[src/hdl/adc_link_pkg.sv]
package adc_link_pkg;

    // Simulation-scale timing, raise for a real board clock

    // Clock cycles per UART bit
    localparam int baud_div = 16;

    // Clock cycles per half period of the converter serial clock
    localparam int sclk_half = 2;

    // Clock cycles between periodic sample ticks
    localparam int sample_period = 2000;

    // Converter word format
    localparam int sample_bits = 12;
    // Four leading zeros then twelve data bits, MSB first
    localparam int frame_bits = 16;

    // Command bytes received on the UART
    localparam logic [7:0] cmd_single = 8'h53;
    localparam logic [7:0] cmd_periodic = 8'h50;
    localparam logic [7:0] cmd_halt = 8'h48;

    // Outgoing frame
    localparam logic [7:0] frame_sync = 8'hA5;
    localparam int frame_len = 5;

endpackage

[src/hdl/adc_link_top.sv]
`timescale 1ns/1ps

module adc_link_top (
    input  logic clk,
    input  logic rst_n,
    input  logic rx,
    input  logic sdo_1,
    input  logic sdo_2,
    output logic tx,
    output logic cs_1,
    output logic sclk_1,
    output logic cs_2,
    output logic sclk_2
);

    // Command path
    logic [7:0] byte_data;
    logic       byte_valid;

    // Start and results
    logic sample_start;
    logic busy;
    logic [adc_link_pkg::sample_bits-1:0] value_1;
    logic [adc_link_pkg::sample_bits-1:0] value_2;
    logic done_1;
    logic done_2;

    // Transmit path
    logic [7:0] tx_data;
    logic       tx_start;
    logic       tx_busy;

    uart_rx u_uart_rx (
        .clk        (clk),
        .rst_n      (rst_n),
        .rx         (rx),
        .byte_data  (byte_data),
        .byte_valid (byte_valid)
    );

    sample_scheduler u_scheduler (
        .clk          (clk),
        .rst_n        (rst_n),
        .byte_data    (byte_data),
        .byte_valid   (byte_valid),
        .busy         (busy),
        .sample_start (sample_start)
    );

    // Both converters share the start pulse
    adc_spi_reader reader_1 (
        .clk          (clk),
        .rst_n        (rst_n),
        .sample_start (sample_start),
        .sdo          (sdo_1),
        .cs           (cs_1),
        .sclk         (sclk_1),
        .value        (value_1),
        .done         (done_1)
    );

    adc_spi_reader reader_2 (
        .clk          (clk),
        .rst_n        (rst_n),
        .sample_start (sample_start),
        .sdo          (sdo_2),
        .cs           (cs_2),
        .sclk         (sclk_2),
        .value        (value_2),
        .done         (done_2)
    );

    frame_packer u_packer (
        .clk          (clk),
        .rst_n        (rst_n),
        .sample_start (sample_start),
        .value_1      (value_1),
        .done_1       (done_1),
        .value_2      (value_2),
        .done_2       (done_2),
        .tx_busy      (tx_busy),
        .tx_data      (tx_data),
        .tx_start     (tx_start),
        .busy         (busy)
    );

    uart_tx u_uart_tx (
        .clk      (clk),
        .rst_n    (rst_n),
        .tx_data  (tx_data),
        .tx_start (tx_start),
        .tx       (tx),
        .tx_busy  (tx_busy)
    );

endmodule

[src/hdl/adc_spi_reader.sv]
`timescale 1ns/1ps

module adc_spi_reader (
    input  logic                                 clk,
    input  logic                                 rst_n,
    input  logic                                 sample_start,
    input  logic                                 sdo,
    output logic                                 cs,
    output logic                                 sclk,
    output logic [adc_link_pkg::sample_bits-1:0] value,
    output logic                                 done
);

    localparam int half_w = $clog2(adc_link_pkg::sclk_half + 1);
    localparam int edges = 2 * adc_link_pkg::frame_bits;
    localparam int edge_w = $clog2(edges + 1);

    typedef enum logic [1:0] {
        RD_IDLE,
        RD_SHIFT,
        RD_END
    } rd_state_t;

    rd_state_t state;
    logic [half_w-1:0] half_cnt;
    logic [edge_w-1:0] edge_cnt;
    logic [adc_link_pkg::sample_bits-1:0] shift_reg;

    always_ff @(posedge clk) begin
        if (!rst_n) begin
            state    <= RD_IDLE;
            cs       <= 1'b1;
            sclk     <= 1'b1;
            done     <= 1'b0;
            half_cnt <= '0;
            edge_cnt <= '0;
        end else begin
            done <= 1'b0;
            case (state)
                RD_IDLE: begin
                    if (sample_start) begin
                        cs       <= 1'b0;
                        half_cnt <= '0;
                        edge_cnt <= '0;
                        state    <= RD_SHIFT;
                    end
                end
                RD_SHIFT: begin
                    if (half_cnt == half_w'(adc_link_pkg::sclk_half - 1)) begin
                        half_cnt <= '0;
                        sclk     <= ~sclk;
                        edge_cnt <= edge_cnt + 1'b1;
                        // Sample on the rising edge, data moved on the falling one
                        if (!sclk) begin
                            shift_reg <= {shift_reg[adc_link_pkg::sample_bits-2:0], sdo};
                        end
                        if (edge_cnt == edge_w'(edges - 1)) begin
                            cs    <= 1'b1;
                            state <= RD_END;
                        end
                    end else begin
                        half_cnt <= half_cnt + 1'b1;
                    end
                end
                RD_END: begin
                    // Leading zeros fall off the top
                    value <= shift_reg;
                    done  <= 1'b1;
                    state <= RD_IDLE;
                end
                default: state <= RD_IDLE;
            endcase
        end
    end

endmodule

[src/hdl/frame_packer.sv]
`timescale 1ns/1ps

module frame_packer (
    input  logic                                 clk,
    input  logic                                 rst_n,
    input  logic                                 sample_start,
    input  logic [adc_link_pkg::sample_bits-1:0] value_1,
    input  logic                                 done_1,
    input  logic [adc_link_pkg::sample_bits-1:0] value_2,
    input  logic                                 done_2,
    input  logic                                 tx_busy,
    output logic [7:0]                           tx_data,
    output logic                                 tx_start,
    output logic                                 busy
);

    localparam int idx_w = $clog2(adc_link_pkg::frame_len);

    typedef enum logic [1:0] {
        FP_IDLE,
        FP_COLLECT,
        FP_SEND,
        FP_DRAIN
    } fp_state_t;

    fp_state_t state;
    logic [adc_link_pkg::sample_bits-1:0] ch_1;
    logic [adc_link_pkg::sample_bits-1:0] ch_2;
    logic       have_1;
    logic       have_2;
    logic [idx_w-1:0] idx;
    logic [7:0] byte_1;
    logic [7:0] byte_2;
    logic [7:0] byte_3;
    logic [7:0] checksum;
    logic [7:0] cur_byte;
    logic       tx_free;

    // Payload packing, nibbles of ch_1 low bits and ch_2 high bits share byte 2
    assign byte_1   = ch_1[11:4];
    assign byte_2   = {ch_1[3:0], ch_2[11:8]};
    assign byte_3   = ch_2[7:0];
    assign checksum = byte_1 ^ byte_2 ^ byte_3;

    always_comb begin
        case (idx)
            idx_w'(0): cur_byte = adc_link_pkg::frame_sync;
            idx_w'(1): cur_byte = byte_1;
            idx_w'(2): cur_byte = byte_2;
            idx_w'(3): cur_byte = byte_3;
            default:   cur_byte = checksum;
        endcase
    end

    // Busy from the transmitter lags the strobe by one cycle
    assign tx_free = !tx_busy && !tx_start;

    always_ff @(posedge clk) begin
        if (!rst_n) begin
            state    <= FP_IDLE;
            have_1   <= 1'b0;
            have_2   <= 1'b0;
            idx      <= '0;
            tx_start <= 1'b0;
            busy     <= 1'b0;
        end else begin
            tx_start <= 1'b0;
            case (state)
                FP_IDLE: begin
                    if (sample_start) begin
                        have_1 <= 1'b0;
                        have_2 <= 1'b0;
                        busy   <= 1'b1;
                        state  <= FP_COLLECT;
                    end
                end
                FP_COLLECT: begin
                    if (done_1) begin
                        ch_1   <= value_1;
                        have_1 <= 1'b1;
                    end
                    if (done_2) begin
                        ch_2   <= value_2;
                        have_2 <= 1'b1;
                    end
                    if (have_1 && have_2) begin
                        idx   <= '0;
                        state <= FP_SEND;
                    end
                end
                FP_SEND: begin
                    if (tx_free) begin
                        tx_data  <= cur_byte;
                        tx_start <= 1'b1;
                        if (idx == idx_w'(adc_link_pkg::frame_len - 1)) begin
                            state <= FP_DRAIN;
                        end else begin
                            idx <= idx + 1'b1;
                        end
                    end
                end
                // Hold busy through the last stop bit
                FP_DRAIN: begin
                    if (tx_free) begin
                        busy  <= 1'b0;
                        state <= FP_IDLE;
                    end
                end
                default: state <= FP_IDLE;
            endcase
        end
    end

endmodule

[src/hdl/sample_scheduler.sv]
`timescale 1ns/1ps

module sample_scheduler (
    input  logic       clk,
    input  logic       rst_n,
    input  logic [7:0] byte_data,
    input  logic       byte_valid,
    input  logic       busy,
    output logic       sample_start
);

    localparam int tick_w = $clog2(adc_link_pkg::sample_period);

    logic [tick_w-1:0] tick_cnt;
    logic              tick;
    logic              periodic_en;
    logic              single_req;
    logic              periodic_req;

    assign tick         = (tick_cnt == tick_w'(adc_link_pkg::sample_period - 1));
    assign single_req   = byte_valid && (byte_data == adc_link_pkg::cmd_single);
    assign periodic_req = tick && periodic_en;

    // Free-running period timer
    always_ff @(posedge clk) begin
        if (!rst_n || tick) begin
            tick_cnt <= '0;
        end else begin
            tick_cnt <= tick_cnt + 1'b1;
        end
    end

    // Mode commands apply even during a frame
    always_ff @(posedge clk) begin
        if (!rst_n) begin
            periodic_en <= 1'b0;
        end else if (byte_valid) begin
            if (byte_data == adc_link_pkg::cmd_periodic) begin
                periodic_en <= 1'b1;
            end else if (byte_data == adc_link_pkg::cmd_halt) begin
                periodic_en <= 1'b0;
            end
        end
    end

    // Busy rises one cycle after the pulse, so block back-to-back starts too
    always_ff @(posedge clk) begin
        if (!rst_n) begin
            sample_start <= 1'b0;
        end else begin
            sample_start <= (single_req || periodic_req) && !busy && !sample_start;
        end
    end

endmodule

[src/hdl/uart_rx.sv]
`timescale 1ns/1ps

module uart_rx (
    input  logic       clk,
    input  logic       rst_n,
    input  logic       rx,
    output logic [7:0] byte_data,
    output logic       byte_valid
);

    localparam int cnt_w = $clog2(adc_link_pkg::baud_div);

    typedef enum logic [2:0] {
        RX_IDLE,
        RX_START,
        RX_DATA,
        RX_STOP,
        RX_WAIT_HIGH
    } rx_state_t;

    rx_state_t  state;
    logic       rx_meta;
    logic       rx_sync;
    logic [cnt_w-1:0] baud_cnt;
    logic [2:0] bit_idx;
    logic [7:0] shift_reg;

    // Two-flop synchronizer, idles high like the line
    always_ff @(posedge clk) begin
        if (!rst_n) begin
            rx_meta <= 1'b1;
            rx_sync <= 1'b1;
        end else begin
            rx_meta <= rx;
            rx_sync <= rx_meta;
        end
    end

    always_ff @(posedge clk) begin
        if (!rst_n) begin
            state      <= RX_IDLE;
            baud_cnt   <= '0;
            bit_idx    <= '0;
            byte_valid <= 1'b0;
        end else begin
            byte_valid <= 1'b0;
            case (state)
                RX_IDLE: begin
                    baud_cnt <= '0;
                    if (!rx_sync) begin
                        state <= RX_START;
                    end
                end
                // Wait half a bit to land in the middle of the start bit
                RX_START: begin
                    if (baud_cnt == cnt_w'(adc_link_pkg::baud_div / 2 - 1)) begin
                        baud_cnt <= '0;
                        bit_idx  <= '0;
                        // A short glitch is not a start bit
                        state    <= rx_sync ? RX_IDLE : RX_DATA;
                    end else begin
                        baud_cnt <= baud_cnt + 1'b1;
                    end
                end
                RX_DATA: begin
                    if (baud_cnt == cnt_w'(adc_link_pkg::baud_div - 1)) begin
                        baud_cnt  <= '0;
                        // LSB arrives first
                        shift_reg <= {rx_sync, shift_reg[7:1]};
                        if (bit_idx == 3'd7) begin
                            state <= RX_STOP;
                        end else begin
                            bit_idx <= bit_idx + 1'b1;
                        end
                    end else begin
                        baud_cnt <= baud_cnt + 1'b1;
                    end
                end
                RX_STOP: begin
                    if (baud_cnt == cnt_w'(adc_link_pkg::baud_div - 1)) begin
                        baud_cnt <= '0;
                        if (rx_sync) begin
                            byte_data  <= shift_reg;
                            byte_valid <= 1'b1;
                            state      <= RX_IDLE;
                        end else begin
                            // Framing error, drop the byte
                            state <= RX_WAIT_HIGH;
                        end
                    end else begin
                        baud_cnt <= baud_cnt + 1'b1;
                    end
                end
                RX_WAIT_HIGH: begin
                    if (rx_sync) begin
                        state <= RX_IDLE;
                    end
                end
                default: state <= RX_IDLE;
            endcase
        end
    end

endmodule

[src/hdl/uart_tx.sv]
`timescale 1ns/1ps

module uart_tx (
    input  logic       clk,
    input  logic       rst_n,
    input  logic [7:0] tx_data,
    input  logic       tx_start,
    output logic       tx,
    output logic       tx_busy
);

    localparam int cnt_w = $clog2(adc_link_pkg::baud_div);

    logic [9:0]       shift_reg;
    logic [cnt_w-1:0] baud_cnt;
    logic [3:0]       bit_cnt;

    // Line follows the low end of the shift register
    assign tx = shift_reg[0];

    always_ff @(posedge clk) begin
        if (!rst_n) begin
            shift_reg <= '1;
            baud_cnt  <= '0;
            bit_cnt   <= '0;
            tx_busy   <= 1'b0;
        end else if (!tx_busy) begin
            if (tx_start) begin
                // Stop bit, data LSB first, start bit
                shift_reg <= {1'b1, tx_data, 1'b0};
                baud_cnt  <= '0;
                bit_cnt   <= '0;
                tx_busy   <= 1'b1;
            end
        end else begin
            if (baud_cnt == cnt_w'(adc_link_pkg::baud_div - 1)) begin
                baud_cnt  <= '0;
                // Shift in ones so the line rests high afterwards
                shift_reg <= {1'b1, shift_reg[9:1]};
                if (bit_cnt == 4'd9) begin
                    tx_busy <= 1'b0;
                end else begin
                    bit_cnt <= bit_cnt + 1'b1;
                end
            end else begin
                baud_cnt <= baud_cnt + 1'b1;
            end
        end
    end

endmodule

[config.mk]
export PLATFORM = sky130hd
export DESIGN_NAME = adc_link_top
export DESIGN_NICKNAME = d
export VERILOG_FILES = /design/src/hdl/adc_link_pkg.sv /design/src/hdl/adc_link_top.sv /design/src/hdl/adc_spi_reader.sv /design/src/hdl/frame_packer.sv /design/src/hdl/sample_scheduler.sv /design/src/hdl/uart_rx.sv /design/src/hdl/uart_tx.sv
export SDC_FILE = /design/constraint.sdc
export NUM_CORES = 1
export LEC_CHECK = 0
export BUFFER_PORTS_ARGS = -buffer_cell sky130_fd_sc_hd__buf_2
export CAP_MARGIN = 25
export CORE_MARGIN = 1.5
export CORE_UTILIZATION = 62
export CTS_BUF_LIST = sky130_fd_sc_hd__clkbuf_16
export CTS_CLUSTER_DIAMETER = 40
export DETAILED_ROUTE_END_ITERATION = 6
export GPL_TIMING_DRIVEN = 0
export HOLD_SLACK_MARGIN = 0.15
export PLACE_DENSITY = 0.9
export REMOVE_ABC_BUFFERS = 1
export SYNTH_ARGS = -nofsm -noshare
export SYNTH_HDL_FRONTEND = slang
export SYNTH_SLANG_ARGS = --single-unit
[constraint.sdc]
create_clock -name clk -period 2.7 [get_ports clk]
set_input_delay 0.27 -clock clk [delete_from_list [all_inputs] [get_ports clk]]
set_output_delay 0.27 -clock clk [all_outputs]
set_load 0.005 [all_outputs]
After elaboration in Yosys (flattened, before gate mapping)
Cells that the tools add are included.
{"block": "classes", "muxes": 76, "n_eq_ne": 51, "n_addsub": 10, "n_bitwise": 4, "reduce_logical": 59}
{"cell": "$mux 3", "n": 13}
{"cell": "$reduce_and 3->1", "n": 13}
{"cell": "$mux 4", "n": 8}
{"cell": "$pmux 8 s4", "n": 1}
{"cell": "$mux 10", "n": 3}
{"cell": "$reduce_and 4->1", "n": 7}
{"cell": "$mux 2", "n": 13}
{"cell": "$ne 2x1->1 const B", "n": 13}
{"cell": "$eq 8x7->1 const B", "n": 3}
{"cell": "$pmux 6 s2", "n": 2}
{"cell": "$ne 2x2->1 const B", "n": 10}
{"cell": "$mux 1", "n": 19}
{"cell": "$mux 6", "n": 3}
{"cell": "$reduce_and 2->1", "n": 9}
{"cell": "$pmux 2 s2", "n": 4}
{"cell": "$reduce_bool 2->1", "n": 8}
{"cell": "$xor 8x8->8", "n": 2}
{"cell": "$pmux 3 s5", "n": 1}
{"cell": "$add 4x1->4 const B", "n": 3}
{"cell": "$add 6x1->6 const B", "n": 2}
{"cell": "$eq 3x2->1 const B", "n": 4}
{"cell": "$eq 4x4->1 const B", "n": 3}
{"cell": "$eq 6x5->1 const B", "n": 2}
{"cell": "$pmux 3 s2", "n": 2}
{"cell": "22 further kinds", "n": 52}
{"block": "totals", "output_inout_bits": 5, "ff_bits": 176, "input_bits": 5}

Longest topological paths before layout
Gate-level depths: netlist (run 1).
{"block": "logic_depth", "depth_word": 5, "ltp_mapped": 7}

By module
Synthesis (run 1) repeated with hierarchy kept, for this count alone.
{"block": "unflattened", "hier_cells": 596, "area_unflattened_um2": 7325.8}
{"mod": "adc_spi_reader", "cells_per_inst": 90, "area_per_inst_um2": 1338.8, "n_inst": 2}
{"mod": "frame_packer", "cells_per_inst": 147, "area_per_inst_um2": 1898.1, "n_inst": 1}
{"mod": "uart_rx", "cells_per_inst": 90, "area_per_inst_um2": 1139.8, "n_inst": 1}
{"mod": "uart_tx", "cells_per_inst": 104, "area_per_inst_um2": 954.7, "n_inst": 1}
{"mod": "sample_scheduler", "cells_per_inst": 75, "area_per_inst_um2": 655.6, "n_inst": 1}

Worst setup path after synthesis (run 1)
OpenSTA, ideal clock, no wires.
{"block": "synth_timing", "path_type": "register to register", "startpoint": "reg reader_1.state[0]", "endpoint": "reg reader_1.shift_reg[0] (netlist name), enable pin", "slack_ns": 0.574, "t_arrival_ns": 1.730, "period_less_slack_ns": 2.126, "stages_incl_launch_ff": 5, "setup_time_ns": 0.396, "path_cell_list": "dfxtp_1 clkbuf_1 nor2b_1 nand2_1 nor3_1"}
{"block": "synth_via", "elab_chain_len": 2}
{"element": "start, declared", "line_no": "adc_spi_reader.sv:24", "source": "rd_state_t state;"}
{"element": "start signal, assigned", "line_no": "adc_spi_reader.sv:31", "source": "state <= RD_IDLE;"}
{"element": "start signal, assigned", "line_no": "adc_spi_reader.sv:45", "source": "state <= RD_SHIFT;"}
{"element": "start signal, assigned", "line_no": "adc_spi_reader.sv:59", "source": "state <= RD_END;"}
{"element": "$eq 2x1->1", "line_no": "adc_spi_reader.sv:39", "source": "case (state)"}
{"element": "$reduce_and 4->1 (no line)"}
{"element": "end signal, assigned", "line_no": "adc_spi_reader.sv:55", "source": "shift_reg <= {shift_reg[adc_link_pkg::sample_bits-2:0], sdo};"}
{"element": "end, declared", "line_no": "adc_spi_reader.sv:27", "source": "logic [adc_link_pkg::sample_bits-1:0] shift_reg;"}
Every way passes these cells.
A chain may end at the register's enable or synchronous reset.

Worst setup path after layout (run 1)
{"block": "layout_timing", "startpoint": "reg reader_2.state[0]", "endpoint": "reg reader_2.shift_reg[0] (netlist name), enable pin"}
{"block": "layout_via", "elab_chain_len": 2}
{"element": "start, declared", "line_no": "adc_spi_reader.sv:24"}
{"element": "start signal, assigned", "line_no": "adc_spi_reader.sv:31"}
{"element": "start signal, assigned", "line_no": "adc_spi_reader.sv:45"}
{"element": "start signal, assigned", "line_no": "adc_spi_reader.sv:59"}
{"element": "$eq 2x1->1", "line_no": "adc_spi_reader.sv:39"}
{"element": "$reduce_and 4->1 (no line)"}
{"element": "end signal, assigned", "line_no": "adc_spi_reader.sv:55"}
{"element": "end, declared", "line_no": "adc_spi_reader.sv:27"}
Every way passes these cells.

==> run metrics, run 1 <==
outcome finished clean; layout cells sized above 1 9.93%; Filler cells 633; H-tree depth 4; Max Cap Viol 0; Synth top area share 41.0%; Multi-input gate area 0.00242 mm2; RR Startpoint reader_2.state[0]; Final Setup Violations 0; clk_lat worst skew 0.43 ns; Die Footprint 0.0120 mm2; Worst Hold Class reg2reg; Max Clock Skew 0.0115 ns; cells after synthesis 587; unrepaired setup endpoints after global routing false; vias post-DR 4703; drt pass-1 iters 7; die height 110 um; asr flop ratio synth 0%; GRT Residual Overflow 0; first-pass GRT wire length 23900 um; CP max stage delay 0.72 ns; number of library cell types mapped by synthesis 57; CTS root buf clkbuf_16; DP Area 0.00717 mm2; Routed Antenna Nets 0; clk sinks 175; worst path required time 2.83 ns; buffer depth of the longest clock path 2; reg2reg setup slack 0.25 ns; Slew @ Worst Pin 0.860 ns; flops & latches, synth 175; Max Clk Rate 408 MHz; Min-Delay Endpoint u_uart_rx.rx_sync; initial antenna violation count 0; CP max-delay cell nor3_1; DP HPWL 8730 um; Slew Limit Fails 0; setup_tns 0 ns; final WL 15100 um; Post-synth top flop edfxtp_1; top cells by area, synth edfxtp_1 41%, dfxtp_1 22%, xnor2_1 3.5%; Port-buffer cells 9; kind of critical path reg2reg; Initial Util 64.4%; synth warn 0; cell area after layout 0.00788 mm2; post-route setup slack 0.251 ns; final hold slack 0.412 ns; Crit. End Element flop; CP Cell Sequence nor2b_1 -> nand2_1 -> nor3_1 -> buf_2; P_leak 0.00262 uW; area grow syn2layout 11.9%; detailed-route vias per instance 6.24; Worst-path clk slew 0.07 ns; hold path startpoint u_uart_rx.rx_meta; Placer Congestion 0.818; die width 110 um; NumNets Final 625; Synth area leader edfxtp_1; Reg area 0.00446 mm2; antenna cells 0; Pwr per Cell Area 703 mW/mm2; Residual DRC 0; r2r endpoint reader_2.shift_reg[0]; I/O pins 10; crit share post-route 90.7%; Slew HR 42.2%; drt wl/cell 20.0 um; DP Worst Slack -0.439 ns; sequential area share after synthesis 63.4%; Final min period 2.45 ns; crit path max fanout 12; worst vdd ir 563 uV; worst reg-to-reg path cell count 4; vias in the first global route 4597; cts bufs inserted 17; TritonCTS clock tree built; postcts setup bufs 0; CP arrival 2.58 ns; GRT Util Overall 27.0%; Setup crit start kind flop; Syn Area/Cell 12.0 um2; largest net degree at the start of global routing 44; number of cells on the worst hold path 1; core area 0.0109 mm2; Cell Area, Synth 0.00704 mm2; 1st-iter DRT viols 481; Post-synth EDFFs 96; Placement Rows 38; Hold Fails Final Rpt 0
## cells in the final DEF, fill, tap and decap left out, types with 13 or more instances in the layout
cell and count:
edfxtp_1 96, nand2_1 58, ha_1 19, o21ai_0 13, dfxtp_1 79, nand3_1 16
inv_1 15, mux2i_1 19, clkbuf_16 17, nor2_1 50, a21oi_1 29, xnor2_1 28
## metal layers
layer | share of wire [%] | wire, um | up-vias | global-route usage, %
li1 | - | - | 2165 | -
met1 | 38 | 5750 | 2265 | 31.9
met2 | 53 | 7930 | 219 | 48.0
met3 | 5.8 | 878 | 54 | 5.87
met4 | 3.5 | 526 | 0 | 10.7
met5 | 0 | 0 | - | 0
## power by group
part	switching (uW)	total, uW	internal, uW
logic	124	209	85.0
clock network	1150	2490	1340
registers	33.3	2840	2800
total	1310	5540	4230
## final cells by class
cell class / count / share of cell area, %
timing repair buffer: 19 / 1.87
clock buffer: 17 / 5.40
multi-input combinational: 373 / 30.8
sequential: 175 / 56.7
clock inverter: 15 / 2.37
tap: 140 / 2.22
inverter: 15 / 0.715
## worst max-delay path: cells and delay by family, from the launching register on
family | cells | cell delay (ns)
DFF | 1 | 0.59
buffers and inverters | 1 | 0.37
and+or+nand+nor | 3 | 1.20
## logic make-up after synthesis
logic type	Yosys count	share of synthesized area, %
xor gates and xnor gates	37	4.60
buffers and inverters	39	2.35
AOI/OAI and AO/OA	95	9.16
muxes	22	3.18
DFF	175	63.4
adders and majority gates	19	3.38
and+or+nand+nor	200	13.9
## cells in the mapped netlist, drive strengths merged, types with 4 or more instances
master / n
or3: 5
a211oi: 9
o21ai: 13
nor2: 50
a2111oi: 5
a222oi: 4
nand3b: 4
nor4: 8
or2: 4
buf: 10
dfxtp: 79
o211ai: 10
nor3b: 4
ha: 19
clkbuf: 14
nand2: 58
xnor2: 28
mux2i: 19
edfxtp: 96
nor3: 15
xor2: 9
nand3: 16
and2: 5
a21oi: 30
nor2b: 7
nand2b: 12
inv: 15
## how the worst max path moves through the flow
stage / slack, ns / startpoint / cells after the start / end
2_1_floorplan: 0.70 / reader_1.state[0] / 3 / reader_1.shift_reg[0]
3_3_place_gp: -0.72 / rst_n / 3 / reader_1.value[11]
3_5_place_dp: -0.44 / rst_n / 4 / reader_2.value[1]
4_1_cts: 0.05 / rst_n / 3 / reader_1.value[2]
5_1_grt: 0.16 / reader_2.state[0] / 4 / reader_2.shift_reg[0]
6_report: 0.25 / reader_2.state[0] / 4 / reader_2.shift_reg[0]
## through the flow
stage	utilization (%)	power [uW]	cells
finish	72.0	5540	754
global route	72.0	5670	754
CTS	71.5	5540	750
detailed placement	65.6	3090	715
global placement	65.4	3070	712
floorplan	-	3030	563
## repair_timing
item,4_1_cts,5_1_grt
hold buffers,3,0
gates resized for setup,1,0
setup endpoints to repair,8,0
endpoints found under the hold margin,3,0
Power figures use the tool's default switching activity.
==> inputs of run 2 (changes only) <==
--- a/config.mk
+++ b/config.mk
@@ -7,7 +7,6 @@
 export LEC_CHECK = 0
 export BUFFER_PORTS_ARGS = -buffer_cell sky130_fd_sc_hd__buf_2
 export CAP_MARGIN = 25
-export CORE_MARGIN = 1.5
 export CORE_UTILIZATION = 62
 export CTS_BUF_LIST = sky130_fd_sc_hd__clkbuf_16
 export CTS_CLUSTER_DIAMETER = 40
==> run 2 against run 1 <==
- non-clock buffer count is 3 lower
- global-route usage is 1.9 points lower
- combinational power is 3% lower
- final cell count is 0.40% lower
- hold slack worse by 0.013 ns
- die area is 1.8% lower
- first-iteration DRC count is 41% lower
- sequential power hardly changed
==> run metrics, run 2 (synthesized netlist as in run 1, its figures left out) <==
worst vdd ir 606 uV (+7.7%); RR Startpoint reader_1.state[0]; Slew @ Worst Pin 0.991 ns (+0.131 ns); reg2reg setup slack 0.50 ns (+0.25 ns); Slew Limit Fails 0 (unchanged); Residual DRC 0 (unchanged); Die Footprint 0.0118 mm2 (-1.8%); Final min period 2.33 ns (-0.120 ns); hold path startpoint rst_n; Routed Antenna Nets 0 (unchanged); CTS root buf clkbuf_16; postcts setup bufs 0 (unchanged); cell area after layout 0.00781 mm2 (-0.92%); vias in the first global route 4583 (-0.30%); crit share post-route 86.3% (-4.5 points); GRT Util Overall 25.2% (-1.9 points); H-tree depth 4 (unchanged); Max Cap Viol 0 (unchanged); core area 0.0109 mm2 (unchanged); drt wl/cell 18.1 um (-9.5%); clk_lat worst skew 0.43 ns (about the same); worst path required time 2.82 ns (about the same); Crit. End Element flop; die height 109 um (-0.91%); final WL 13600 um (-9.8%); DP Area 0.00718 mm2 (about the same); TritonCTS clock tree built; final hold slack 0.400 ns (-0.0126 ns); DP Worst Slack -0.520 ns (-0.0803 ns); NumNets Final 622 (-0.48%); kind of critical path in2reg; crit path max fanout 43 (+31); initial antenna violation count 0 (unchanged); drt pass-1 iters 5 (-2); vias post-DR 4554 (-3.2%); buffer depth of the longest clock path 2 (unchanged); 1st-iter DRT viols 285 (-41%); Slew HR 33.4% (-8.8 points); DP HPWL 8470 um (-3.0%); Worst Hold Class in2reg; commonest non-fill, non-tap cell in the layout edfxtp_1; Crit. Startpoint rst_n; Placement Rows 38 (unchanged); post-route setup slack 0.371 ns (+0.120 ns); unrepaired setup endpoints after global routing false; cts bufs inserted 17 (unchanged); Worst-path clk slew 0.07 ns (about the same); non-filler cells, final 751 (-0.40%); first-pass GRT wire length 22400 um (-6.6%); largest net degree at the start of global routing 44 (unchanged); Hold Fails Final Rpt 0 (unchanged); Pwr per Cell Area 688 mW/mm2 (-2.2%); I/O pins 10 (unchanged); GRT Residual Overflow 0 (unchanged); clk sinks 175 (unchanged); detailed-route vias per instance 6.06 (-2.8%); Filler cells 682 (+7.7%); Final Setup Violations 0 (unchanged); Max Clock Skew 0.0168 ns (+0.00532 ns); area grow syn2layout 10.9%; Port-buffer cells 9 (unchanged); CP arrival 2.45 ns (-0.13 ns); die width 109 um (-0.91%); Initial Util 64.4% (unchanged); Max Clk Rate 429 MHz (+5.2%); overall power 5370 uW (-3.1%); Setup crit start kind input port; DP Cell Count 715 (unchanged); Placer Congestion 0.781 (-4.5%); commonest cells after routing, fill and taps aside 96 x edfxtp_1, 79 x dfxtp_1, 58 x nand2_1; P_leak 0.00259 uW (-1.1%); outcome finished clean; layout cells sized above 1 9.33% (-0.61 points); antenna cells 0 (unchanged)
run 2: cell count changes in the layout (fill, tap and decap cells not counted), moves of 2 or more:
cell	previous run	this run
clkinv_2	0	4
clkinv_4	1	4
buf_6	2	0
inv_8	5	2
clkinv_8	3	0
run 2: worst max-delay path, cell delays in order:
cell    delay (ns)
buf_2         0.61
inv_1         0.37
buf_16        0.27
nor3_1        0.54
buf_2         0.35
run 2: worst paths after layout:
kind         cells after the start                     end
min reg2reg                      0        u_packer.ch_1[9]
max                              5       reader_2.value[0]
max reg2reg                      3  reader_1.shift_reg[11]
min                              2           reader_1.sclk
run 2: timing repair:
action / CTS / global route
gates resized for setup: 1 / 0
hold buffers: 3 / 0
hold endpoints to repair: 3 / 0
setup endpoints to repair: 5 / 0
run 2: layer usage:
layer / part of all wire, % / track usage [%] / vias up
li1: - / - / 2141
met1: 41 / 29.4 / 2229
met2: 52 / 43.5 / 151
met3: 4.5 / 6.57 / 33
met4: 2.3 / 11.0 / 0
met5: 0 / 0 / -
run 2: area by class of cell:
type / instances / area (um2) / area share, %
flip-flops and latches: 175 / 4460 / 57.2
inverters: 15 / 56.3 / 0.721
repair buffers: 16 / 123 / 1.57
clock inverters: 15 / 138 / 1.76
well taps: 140 / 175 / 2.24
multi-input cells: 373 / 2420 / 31.1
clock buffers: 17 / 425 / 5.45
run 2: power by group:
part	switching, uW	internal [uW]	leakage (uW)
sequential	32.8	2810	0.00148
combinational	118	84.1	0.000816
clock	1040	1290	0.000287
run 2: stage by stage:
| step | utilization, % | TNS [ns] |
|---|---|---|
| 6_report | 71.4 | 0 |
| 5_1_grt | 71.4 | 0 |
| 4_1_cts | 71.1 | 0 |
| 3_5_place_dp | 65.7 | -9.70 |
| 3_3_place_gp | 65.4 | -19.20 |
| 2_1_floorplan | - | 0 |
==> inputs of run 3 (changes only) <==
--- a/config.mk
+++ b/config.mk
@@ -7,13 +7,13 @@
 export LEC_CHECK = 0
 export BUFFER_PORTS_ARGS = -buffer_cell sky130_fd_sc_hd__buf_2
 export CAP_MARGIN = 25
-export CORE_UTILIZATION = 62
-export CTS_BUF_LIST = sky130_fd_sc_hd__clkbuf_16
+export CORE_UTILIZATION = 65
+export CTS_BUF_LIST = sky130_fd_sc_hd__clkbuf_8
 export CTS_CLUSTER_DIAMETER = 40
 export DETAILED_ROUTE_END_ITERATION = 6
 export GPL_TIMING_DRIVEN = 0
 export HOLD_SLACK_MARGIN = 0.15
-export PLACE_DENSITY = 0.9
+export PLACE_DENSITY = 0.93
 export REMOVE_ABC_BUFFERS = 1
 export SYNTH_ARGS = -nofsm -noshare
 export SYNTH_HDL_FRONTEND = slang
==> constraint.sdc (replaced) <==
create_clock -name clk -period 2.7 [get_ports clk]
set_input_delay 0.54 -clock clk [delete_from_list [all_inputs] [get_ports clk]]
set_output_delay 0.54 -clock clk [all_outputs]
set_load 0.005 [all_outputs]
==> run 3 against run 2 <==
- critical path type unchanged
- combinational power is essentially flat
- largest cell class unchanged
- final cell count is 0.93% lower
- core utilization up 1.4 points
- clock power fell by 27%
- cell area is 2.9% lower
- largest power group unchanged
- register-to-register slack worse by 0.03 ns
- sequential share of layout area increased by 1.7 points
- maximum frequency shrank 9.6%
- worst setup slack lost 0.25 ns
==> run metrics, run 3 (synthesized netlist as in run 1, its figures left out) <==
outcome finished clean; H-tree depth 4 (unchanged); Slew HR 36.7% (+3.3 points); final WL 14100 um (+3.3%); non-filler cells, final 744 (-0.93%); Crit. End Element flop; CP most frequent cell buf_2; drt wl/cell 18.9 um (+4.3%); DP Area 0.00717 mm2 (-0.10%); initial antenna violation count 0 (unchanged); area grow syn2layout 7.68%; CP Cell Sequence buf_2 -> clkinvlp_4 -> nor4_2 -> buf_2; worst reg-to-reg path cell count 4 (+1); GRT Util Overall 26.5% (+1.3 points); Setup crit start kind input port; Slew @ Worst Pin 0.944 ns (-0.0473 ns); hold buffer count at CTS 0 (-3); Slew Limit Fails 0 (unchanged); hold path startpoint sdo_1; CTS root buf clkbuf_8; commonest cells after routing, fill and taps aside 96 x edfxtp_1, 79 x dfxtp_1, 58 x nand2_1; Die Footprint 0.0112 mm2 (-4.5%); Pwr per Cell Area 624 mW/mm2 (-9.2%); Max Cap Viol 0 (unchanged); Final Setup Violations 0 (unchanged); antenna cells 0 (unchanged); die width 106 um (-2.3%); Worst-path clk slew 0.09 ns (+0.02 ns); CP max-delay cell clkinvlp_4; CP max stage delay 0.66 ns (+0.05 ns); postcts setup bufs 0 (unchanged); DP HPWL 8910 um (+5.2%); CP arrival 2.75 ns (+0.30 ns); Max Clk Rate 388 MHz (-9.6%); first-pass GRT wire length 22400 um (about the same); Max Clock Skew 0.0138 ns (-0.00300 ns); Initial Util 67.6% (+3.2 points); NumNets Final 619 (-0.48%); Routed Antenna Nets 0 (unchanged); Port-buffer cells 9 (unchanged); core area 0.0104 mm2 (-4.7%); vias in the first global route 4536 (-1.0%); DP Worst Slack -0.618 ns (-0.0981 ns); Worst Hold Class in2reg; post-route setup slack 0.124 ns (-0.247 ns); crit share post-route 95.4% (+9.2 points); detailed-route vias per instance 6.20 (+2.3%); drt pass-1 iters 7 (+2); Final min period 2.58 ns (+0.247 ns); cts bufs inserted 17 (unchanged); clk_lat worst skew 0.46 ns (+0.03 ns); I/O pins 10 (unchanged); worst path required time 2.87 ns (+0.05 ns); vias post-DR 4616 (+1.4%); Residual DRC 0 (unchanged); kind of critical path in2reg; Placement Rows 37 (-2.6%); largest net degree at the start of global routing 45 (+2.3%); Finished Core Util 72.8% (+1.4 points); r2r endpoint reader_2.shift_reg[1]; cell area after layout 0.00758 mm2 (-2.9%); Placer Congestion 0.789 (+1.0%); number of cells on the worst hold path 1 (-1); Hold Fails Final Rpt 0 (unchanged); Min-Delay Endpoint reader_1.shift_reg[0]; setup_tns 0 ns (unchanged); commonest non-fill, non-tap cell in the layout edfxtp_1; WP buf/inv 3 (-1); RR Startpoint reader_2.state[0]; layout cells sized above 1 9.54% (+0.21 points); crit-path leading delay family buffers and inverters; P_leak 0.00246 uW (-4.7%); worst vdd ir 615 uV (+1.4%); DP Cell Count 710 (-0.70%); reg2reg setup slack 0.47 ns (-0.03 ns); buffer depth of the longest clock path 2 (unchanged); 1st-iter DRT viols 429 (+51%); clk sinks 175 (unchanged); GRT Residual Overflow 0 (unchanged); die height 106 um (-2.3%); TritonCTS clock tree built; crit path max fanout 44 (+2.3%)
run 3: layer usage:
layer / global-route usage (%) / part of all wire [%] / up-vias
met5: 0 / 0 / -
met4: 13.5 / 3.9 / 0
met3: 6.07 / 6.0 / 57
met2: 46.0 / 51 / 208
met1: 30.7 / 39 / 2213
li1: - / - / 2138
run 3: repair_timing:
item                       4_1_cts  5_1_grt
setup endpoints to repair       29       29
gates resized for setup          1        3
cloned                           1        0
run 3: per-stage QoR:
step           total power (uW)  hold WS (ns)
2_1_floorplan              3030         0.386
3_3_place_gp               3070         0.390
3_5_place_dp               3090         0.393
4_1_cts                    4740         0.229
5_1_grt                    4890         0.228
6_report                   4730         0.250
run 3: worst max-delay path by stage:
stage / slack (ns) / cells past startpoint / to / start
after floorplan: 0.49 / 2 / u_uart_rx.shift_reg[0] / rst_n
after global placement: -0.94 / 3 / reader_1.value[11] / rst_n
after detailed placement: -0.62 / 4 / u_uart_rx.shift_reg[4] / rst_n
after CTS: 0.02 / 4 / u_uart_rx.shift_reg[2] / rst_n
after global routing: -0.009 / 4 / u_uart_rx.shift_reg[2] / rst_n
final: 0.12 / 4 / u_uart_rx.shift_reg[4] / rst_n
run 3: final cells by class:
type	instances	area [um2]
Inverter	15	60.1
Tap cell	136	170
Multi-Input combinational cell	373	2440
Timing Repair Buffer	12	65.1
Clock buffer	17	234
Timing Repair inverter	1	5.00
Sequential cell	175	4460
Clock inverter	15	138
Fill cell	603	2840
run 3: power by group:
| part | internal, uW | switching (uW) |
|---|---|---|
| combinational | 78.1 | 126 |
| clock | 741 | 950 |
| sequential | 2800 | 33.9 |
| total | 3620 | 1110 |
